<file path="src/lc3b_mem_pkg.sv">
`default_nettype none

package lc3b_mem_pkg;

	// Basic LC-3b quantities
	typedef logic [15:0] lc3b_word;
	typedef logic [15:0] lc3b_addr;

	// A cache line holds 16 words and moves as one unit at every level
	typedef logic [255:0] lc3b_block;

	// The low address bits select a byte inside a line
	localparam int OFFSET_BITS = 5;
	localparam int LINE_BYTES = 32;

	// L2 controller sequence
	typedef enum logic [2:0] {
		L2_IDLE,
		L2_LOOKUP,
		L2_WRITEBACK,
		L2_FILL,
		L2_RESPOND
	} l2_state_t;

endpackage : lc3b_mem_pkg

`default_nettype wire

</file>
<file path="src/line_req_if.sv">
`default_nettype none

interface line_req_if;

	// The requester holds its request steady until it sees resp
	logic read;
	logic write;
	lc3b_mem_pkg::lc3b_addr address;
	lc3b_mem_pkg::lc3b_block wdata;

	// The responder answers with a one-cycle resp that qualifies rdata on a read
	lc3b_mem_pkg::lc3b_block rdata;
	logic resp;

	modport requester (
		output read, write, address, wdata,
		input rdata, resp
	);

	modport responder (
		input read, write, address, wdata,
		output rdata, resp
	);

endinterface : line_req_if

`default_nettype wire

</file>
<file path="src/line_arbiter.sv">
`default_nettype none

module line_arbiter (
	input logic clk,
	input logic rst_n,
	line_req_if.responder i_side,
	line_req_if.responder d_side,
	line_req_if.requester l2
);

	// High when the D side holds the grant
	logic owner_d;
	logic busy;
	logic i_req;
	logic d_req;

	assign i_req = i_side.read | i_side.write;
	assign d_req = d_side.read | d_side.write;

	// A grant is taken in an idle cycle and kept until the L2 answers
	// The D side wins a tie
	always_ff @(posedge clk or negedge rst_n) begin
		if (!rst_n) begin
			busy <= 1'b0;
			owner_d <= 1'b0;
		end else if (!busy) begin
			if (d_req) begin
				busy <= 1'b1;
				owner_d <= 1'b1;
			end else if (i_req) begin
				busy <= 1'b1;
				owner_d <= 1'b0;
			end
		end else if (l2.resp) begin
			busy <= 1'b0;
		end
	end

	// The owner's request reaches the L2 only while the grant is held
	always_comb begin
		if (owner_d) begin
			l2.read = busy & d_side.read;
			l2.write = busy & d_side.write;
			l2.address = d_side.address;
			l2.wdata = d_side.wdata;
		end else begin
			l2.read = busy & i_side.read;
			l2.write = busy & i_side.write;
			l2.address = i_side.address;
			l2.wdata = i_side.wdata;
		end
	end

	// Line data is shared and resp is steered to the owner alone
	assign i_side.rdata = l2.rdata;
	assign d_side.rdata = l2.rdata;
	assign i_side.resp = busy & ~owner_d & l2.resp;
	assign d_side.resp = busy & owner_d & l2.resp;

endmodule : line_arbiter

`default_nettype wire

</file>
<file path="src/l2_line_cache.sv">
`default_nettype none

module l2_line_cache #(
	parameter int L2_LINES = 16
) (
	input logic clk,
	input logic rst_n,
	line_req_if.responder up,
	line_req_if.requester down
);

	localparam int ADDR_BITS = $bits(lc3b_mem_pkg::lc3b_addr);
	localparam int INDEX_BITS = $clog2(L2_LINES);
	localparam int TAG_BITS = ADDR_BITS - lc3b_mem_pkg::OFFSET_BITS - INDEX_BITS;

	lc3b_mem_pkg::l2_state_t state;
	lc3b_mem_pkg::l2_state_t state_next;

	// Direct-mapped line store
	logic [TAG_BITS-1:0] tag_mem [L2_LINES];
	lc3b_mem_pkg::lc3b_block data_mem [L2_LINES];
	logic [L2_LINES-1:0] valid;
	logic [L2_LINES-1:0] dirty;

	// Copy of the request taken on the way out of idle
	logic req_write;
	lc3b_mem_pkg::lc3b_addr req_addr;
	lc3b_mem_pkg::lc3b_block req_wdata;

	logic [INDEX_BITS-1:0] req_idx;
	logic [TAG_BITS-1:0] req_tag;
	logic hit;
	logic victim_dirty;
	logic wb_done;
	logic fill_done;
	logic wr_install;

	assign req_idx = req_addr[lc3b_mem_pkg::OFFSET_BITS +: INDEX_BITS];
	assign req_tag = req_addr[ADDR_BITS-1 -: TAG_BITS];
	assign hit = valid[req_idx] && (tag_mem[req_idx] == req_tag);
	assign victim_dirty = valid[req_idx] && dirty[req_idx] && !hit;
	assign wb_done = (state == lc3b_mem_pkg::L2_WRITEBACK) && down.resp;
	assign fill_done = (state == lc3b_mem_pkg::L2_FILL) && down.resp;

	// A write replaces the whole line, so a miss allocates without a fill
	// once any dirty victim has gone out
	assign wr_install = req_write &&
		(((state == lc3b_mem_pkg::L2_LOOKUP) && !victim_dirty) || wb_done);

	always_comb begin
		state_next = state;
		case (state)
			lc3b_mem_pkg::L2_IDLE: begin
				if (up.read || up.write) begin
					state_next = lc3b_mem_pkg::L2_LOOKUP;
				end
			end
			lc3b_mem_pkg::L2_LOOKUP: begin
				if (victim_dirty) begin
					state_next = lc3b_mem_pkg::L2_WRITEBACK;
				end else if (hit || req_write) begin
					state_next = lc3b_mem_pkg::L2_RESPOND;
				end else begin
					state_next = lc3b_mem_pkg::L2_FILL;
				end
			end
			lc3b_mem_pkg::L2_WRITEBACK: begin
				if (down.resp) begin
					state_next = req_write ? lc3b_mem_pkg::L2_RESPOND : lc3b_mem_pkg::L2_FILL;
				end
			end
			lc3b_mem_pkg::L2_FILL: begin
				if (down.resp) begin
					state_next = lc3b_mem_pkg::L2_RESPOND;
				end
			end
			default: state_next = lc3b_mem_pkg::L2_IDLE;
		endcase
	end

	// Later assignments win, so an installed write leaves the line dirty
	always_ff @(posedge clk or negedge rst_n) begin
		if (!rst_n) begin
			state <= lc3b_mem_pkg::L2_IDLE;
			valid <= '0;
			dirty <= '0;
		end else begin
			state <= state_next;
			if (wb_done) begin
				dirty[req_idx] <= 1'b0;
			end
			if (fill_done) begin
				valid[req_idx] <= 1'b1;
				dirty[req_idx] <= 1'b0;
			end
			if (wr_install) begin
				valid[req_idx] <= 1'b1;
				dirty[req_idx] <= 1'b1;
			end
		end
	end

	always_ff @(posedge clk) begin
		if (state == lc3b_mem_pkg::L2_IDLE) begin
			req_write <= up.write;
			req_addr <= up.address;
			req_wdata <= up.wdata;
		end
		if (wr_install) begin
			data_mem[req_idx] <= req_wdata;
			tag_mem[req_idx] <= req_tag;
		end else if (fill_done) begin
			data_mem[req_idx] <= down.rdata;
			tag_mem[req_idx] <= req_tag;
		end
	end

	// Writeback uses the victim's own tag and the fill uses the request's
	assign down.read = (state == lc3b_mem_pkg::L2_FILL);
	assign down.write = (state == lc3b_mem_pkg::L2_WRITEBACK);
	assign down.address = (state == lc3b_mem_pkg::L2_WRITEBACK) ?
		{tag_mem[req_idx], req_idx, {lc3b_mem_pkg::OFFSET_BITS{1'b0}}} :
		{req_tag, req_idx, {lc3b_mem_pkg::OFFSET_BITS{1'b0}}};
	assign down.wdata = data_mem[req_idx];

	assign up.rdata = data_mem[req_idx];
	assign up.resp = (state == lc3b_mem_pkg::L2_RESPOND);

endmodule : l2_line_cache

`default_nettype wire

</file>
<file path="src/next_line_prefetch.sv">
`default_nettype none

module next_line_prefetch (
	input logic clk,
	input logic rst_n,
	line_req_if.responder up,
	output logic pmem_read,
	output logic pmem_write,
	output lc3b_mem_pkg::lc3b_addr pmem_address,
	output lc3b_mem_pkg::lc3b_block pmem_wdata,
	input lc3b_mem_pkg::lc3b_block pmem_rdata,
	input logic pmem_resp
);

	// One buffered line
	lc3b_mem_pkg::lc3b_addr buf_addr;
	lc3b_mem_pkg::lc3b_block buf_data;
	logic buf_valid;

	// Background fetch of the line after the last forwarded read
	logic pf_busy;
	lc3b_mem_pkg::lc3b_addr pf_addr;

	logic hit_resp;
	lc3b_mem_pkg::lc3b_addr up_line;
	logic buf_hit;
	logic demand_ok;
	logic fwd_read;
	logic fwd_write;

	assign up_line = {up.address[15:lc3b_mem_pkg::OFFSET_BITS],
		{lc3b_mem_pkg::OFFSET_BITS{1'b0}}};
	assign buf_hit = buf_valid && (buf_addr == up_line);

	// Demand traffic waits while the background fetch owns memory
	assign demand_ok = !pf_busy && !hit_resp;
	assign fwd_read = demand_ok && up.read && !buf_hit;
	assign fwd_write = demand_ok && up.write;

	assign pmem_read = pf_busy || fwd_read;
	assign pmem_write = fwd_write;
	assign pmem_address = pf_busy ? pf_addr : up.address;
	assign pmem_wdata = up.wdata;

	// Buffer hits answer a cycle later and forwarded requests answer with memory
	assign up.rdata = hit_resp ? buf_data : pmem_rdata;
	assign up.resp = hit_resp || ((fwd_read || fwd_write) && pmem_resp);

	always_ff @(posedge clk or negedge rst_n) begin
		if (!rst_n) begin
			buf_valid <= 1'b0;
			pf_busy <= 1'b0;
			hit_resp <= 1'b0;
		end else begin
			hit_resp <= demand_ok && up.read && buf_hit;
			if (pf_busy) begin
				if (pmem_resp) begin
					pf_busy <= 1'b0;
					buf_valid <= 1'b1;
				end
			end else if (fwd_read && pmem_resp) begin
				pf_busy <= 1'b1;
			end else if (fwd_write && pmem_resp && buf_hit) begin
				// Memory now holds newer data than the buffer
				buf_valid <= 1'b0;
			end
		end
	end

	always_ff @(posedge clk) begin
		if (fwd_read && pmem_resp) begin
			pf_addr <= up_line + lc3b_mem_pkg::lc3b_addr'(lc3b_mem_pkg::LINE_BYTES);
		end
		if (pf_busy && pmem_resp) begin
			buf_addr <= pf_addr;
			buf_data <= pmem_rdata;
		end
	end

endmodule : next_line_prefetch

`default_nettype wire

</file>
<file path="src/mem_hier.sv">
`default_nettype none

module mem_hier #(
	parameter int L2_LINES = 16
) (
	input logic clk,
	input logic rst_n,
	input logic i_read,
	input lc3b_mem_pkg::lc3b_addr i_address,
	output lc3b_mem_pkg::lc3b_block i_rdata,
	output logic i_resp,
	input logic d_read,
	input logic d_write,
	input lc3b_mem_pkg::lc3b_addr d_address,
	input lc3b_mem_pkg::lc3b_block d_wdata,
	output lc3b_mem_pkg::lc3b_block d_rdata,
	output logic d_resp,
	output logic pmem_read,
	output logic pmem_write,
	output lc3b_mem_pkg::lc3b_addr pmem_address,
	output lc3b_mem_pkg::lc3b_block pmem_wdata,
	input lc3b_mem_pkg::lc3b_block pmem_rdata,
	input logic pmem_resp
);

	line_req_if i_if ();
	line_req_if d_if ();
	line_req_if l2_if ();
	line_req_if mem_if ();

	// The I side only ever reads
	assign i_if.read = i_read;
	assign i_if.write = 1'b0;
	assign i_if.address = i_address;
	assign i_if.wdata = '0;
	assign i_rdata = i_if.rdata;
	assign i_resp = i_if.resp;

	assign d_if.read = d_read;
	assign d_if.write = d_write;
	assign d_if.address = d_address;
	assign d_if.wdata = d_wdata;
	assign d_rdata = d_if.rdata;
	assign d_resp = d_if.resp;

	line_arbiter u_arbiter (
		.clk(clk),
		.rst_n(rst_n),
		.i_side(i_if),
		.d_side(d_if),
		.l2(l2_if)
	);

	l2_line_cache #(
		.L2_LINES(L2_LINES)
	) u_l2 (
		.clk(clk),
		.rst_n(rst_n),
		.up(l2_if),
		.down(mem_if)
	);

	next_line_prefetch u_prefetch (
		.clk(clk),
		.rst_n(rst_n),
		.up(mem_if),
		.pmem_read(pmem_read),
		.pmem_write(pmem_write),
		.pmem_address(pmem_address),
		.pmem_wdata(pmem_wdata),
		.pmem_rdata(pmem_rdata),
		.pmem_resp(pmem_resp)
	);

endmodule : mem_hier

`default_nettype wire

</file>
<file path="config.mk">
export PLATFORM = sky130hd
export DESIGN_NAME = mem_hier
export DESIGN_NICKNAME = d
export VERILOG_FILES = /design/src/lc3b_mem_pkg.sv /design/src/line_req_if.sv /design/src/line_arbiter.sv /design/src/l2_line_cache.sv /design/src/next_line_prefetch.sv /design/src/mem_hier.sv
export SDC_FILE = /design/constraint.sdc
export NUM_CORES = 2
export LEC_CHECK = 0
export BUFFER_PORTS_ARGS = -buffer_cell sky130_fd_sc_hd__buf_2
export CAP_MARGIN = 0
export CELL_PAD_IN_SITES_DETAIL_PLACEMENT = 1
export CELL_PAD_IN_SITES_GLOBAL_PLACEMENT = 1
export CORE_ASPECT_RATIO = 1.25
export CORE_MARGIN = 2
export CORE_UTILIZATION = 42
export DETAILED_ROUTE_END_ITERATION = 7
export MAX_ROUTING_LAYER = met4
export PLACE_DENSITY_LB_ADDON = 0.12
export SLEW_MARGIN = 15
export SYNTH_ARGS = -nofsm -noshare
export SYNTH_HDL_FRONTEND = slang
export SYNTH_HIERARCHICAL = 1
export SYNTH_MEMORY_MAX_BITS = 65536
export SYNTH_SLANG_ARGS = --single-unit
</file>
<file path="constraint.sdc">
create_clock -name clk -period 28.2 [get_ports clk]
set_input_delay 1.41 -clock clk [delete_from_list [all_inputs] [get_ports clk]]
set_output_delay 1.41 -clock clk [all_outputs]
set_load 0.1 [all_outputs]
</file>
==> results.txt <==
The count of antenna-violating nets left after detailed routing is 0. The starting utilization of the core area came out at 42.2%. The worst clock skew on the final layout came out at 92.3 ps. The clock root buffer is sky130_fd_sc_hd__clkbuf_16. The yosys synthesis warning count came out at 6. For this run, the top clock speed supported by timing is around 95 MHz.

The netlist area before placement came out at 195,000 sq um. The depth of the CTS H-tree came out at 5. The endpoint required time on the critical path is 28,840 ps. The number of global-route vias before repair is 96,619. The number of antenna violations at the first check in global routing is 33. The number of buffers added by the clock tree synthesis step came out at 478. After detailed routing, the number of remaining DRC violations is 0.

The net count of the finished layout came out at 10,170. The setup path with the least slack is of type reg -> reg. The total negative slack for setup checks is 0 ps. The number of buffers added to fix hold violations after cts came out at 0.

The number of hold violations in the final report is 0. The number of endpoints failing setup at the final stage is 0. The number of sinks on the clock net is approximately 4,800. The share of final-layout standard cells stronger than drive strength 1 is 40.7%. The cell count after synthesis came out at ~8,800. Along the worst path, the maximum fanout reaches 41. The die outline width is 614 um. The clock passes through at most 4 buffers.

The total wire length is 498 mm. The via-per-instance ratio is 5.48. Setup repair after global routing left no endpoint under its margin. Once detailed placement completed, the half-perimeter wirelength came to 282 mm. TritonCTS built the clock tree. The detailed-route via count came out at roughly 89,000.

The shortest clock period the worst path allows after layout is between 10,000 and 15,000 ps. The quantity of I/O buffers inserted on ports is around 1,300. From synthesis to final layout, the design area changed by 11.9%. The overall die area is 470,000 sq um. The total global routing track utilization is a little over a fifth.

The floorplan die height came out at 766 um. The tool flagged a number of max-cap violations equal to 0. The clock input transition at the sequential cells of the worst setup and hold paths came out at 60 ps. After layout, the worst path uses 37.3% of the clock period. The wire length per cell after detailed routing is ~31 um. The transition at the pin with the smallest max-transition slack is approximately 1800 ps. STA classifies the critical path endpoint as a flop. In this run, post-CTS repair resized a total of 0 instances.

The wire length of the first global-routing pass is 708 mm. The number of pins with negative max-slew slack in the final report is 5. The most frequent standard cell in the layout excluding fill and tap cells is sky130_fd_sc_hd__edfxtp_1. The final reports fail on slew limit.

In this run the standard cell core region covers 462,000 sq um. The critical path data arrival time came out at 11,180 ps. The relative max-transition margin is -22.3%. The boundary pin count came out at 1,338. In the layout the commonest cells are 4,754 x sky130_fd_sc_hd__edfxtp_1, 1,322 x sky130_fd_sc_hd__buf_2, 1,261 x sky130_fd_sc_hd__mux4_2, 481 x sky130_fd_sc_hd__clkbuf_16, 338 x sky130_fd_sc_hd__mux2_2.

The total number of placement rows came out at 279. After global routing the overflow that remains totals 0. The worst setup path is launched from a flop.

The routability-driven placement congestion ratio is about 0.73. The run finished, with violations left. The worst hold path belongs to the class reg -> reg. The number of design-rule violations left by the first detailed-router iteration is 7,209. The mean instance size in the synthesized netlist is between 20 and 25 sq um.

The maximum number of pins on one net before global-route repair came out at 119. The post-CTS setup buffer count is 0. At the later pin of the worst-skew pair, clock insertion delay measures 1040 ps.

The number of iterations in the first detailed-routing pass is 5.
worst max-delay path: stages, from the launching register on:
cell and delay, ps:
sky130_fd_sc_hd__dfxtp_4 790, sky130_fd_sc_hd__buf_4 630, sky130_fd_sc_hd__buf_4 720, sky130_fd_sc_hd__nor2_1 140, sky130_fd_sc_hd__a221oi_1 550, sky130_fd_sc_hd__a21oi_1 160
sky130_fd_sc_hd__o21ai_0 630, sky130_fd_sc_hd__xnor2_1 210, sky130_fd_sc_hd__and4_4 230, sky130_fd_sc_hd__nor3b_1 140, sky130_fd_sc_hd__a211oi_2 480, sky130_fd_sc_hd__nand2_1 190
sky130_fd_sc_hd__o21ai_0 120, sky130_fd_sc_hd__nand2_1 70, sky130_fd_sc_hd__a21oi_1 260, sky130_fd_sc_hd__o31ai_4 110, sky130_fd_sc_hd__buf_4 330, sky130_fd_sc_hd__nor2_4 880
sky130_fd_sc_hd__buf_4 840, sky130_fd_sc_hd__buf_4 790, sky130_fd_sc_hd__buf_4 790, sky130_fd_sc_hd__buf_4 760
through the flow:
step	hold slack (ps)	worst slack [ps]	utilization [%]	area, sq um	cells
2_1_floorplan	420	6750	-	196000	9065
3_3_place_gp	430	17390	43.8	203000	15321
3_5_place_dp	432	17370	43.8	203000	15321
4_1_cts	429	17370	47.3	218000	16208
5_1_grt	454	16910	47.3	218000	16223
6_report	447	17670	47.3	218000	16230
final cells by class:
type / count / area, sq um
antenna: 22 / 55.1
timing repair buffer: 1529 / 8400
clock inverter: 311 / 3330
sequential: 4798 / 144000
tap: 6182 / 7730
clock buffer: 576 / 12400
multi-input combinational: 2803 / 42600
inverter: 9 / 36.3
fill: 41698 / 244000
metal layers:
metal  GRT usage, %  wire length, um  vias to the layer above
met5              -                0                        -
met4           4.99            11600                        0
met3           2.95            25800                      607
met2           36.2           254000                     2551
met1           28.1           206000                    49075
li1               -                -                    36757
path summary, 6_finish.rpt:
check,from,to,slack [ps],cells past startpoint
worst max register to register,flop,u_l2/data_mem[12][137],17670,21
min in group asynchronous,rst_n,u_arbiter/busy,550,1
worst min register to register,u_prefetch/pf_addr[11],u_prefetch/buf_addr[11],450,0
worst min-delay path,u_prefetch/pf_addr[11],u_prefetch/buf_addr[11],450,0
worst max-delay path,flop,u_l2/data_mem[12][137],17670,21
max in group asynchronous,rst_n,u_prefetch/hit_resp,26900,1
state kept, by name (all words and copies together) (netlist names), named ones only:
register	count
u_prefetch/buf_valid	1
u_prefetch/buf_addr	11
u_l2/tag_mem	112
u_l2/dirty	16
u_prefetch/hit_resp	1
u_arbiter/busy	1
u_prefetch/buf_data	256
u_arbiter/owner_d	1
u_l2/data_mem	4096
u_prefetch/pf_addr	11
u_l2/state	3
u_l2/req_write	1
u_l2/valid	16
u_l2/req_addr	11
u_l2/req_wdata	256
u_prefetch/pf_busy	1
Power is not shown: default switching activity piles up to over one toggle a cycle in this logic, so the estimate is an artifact.
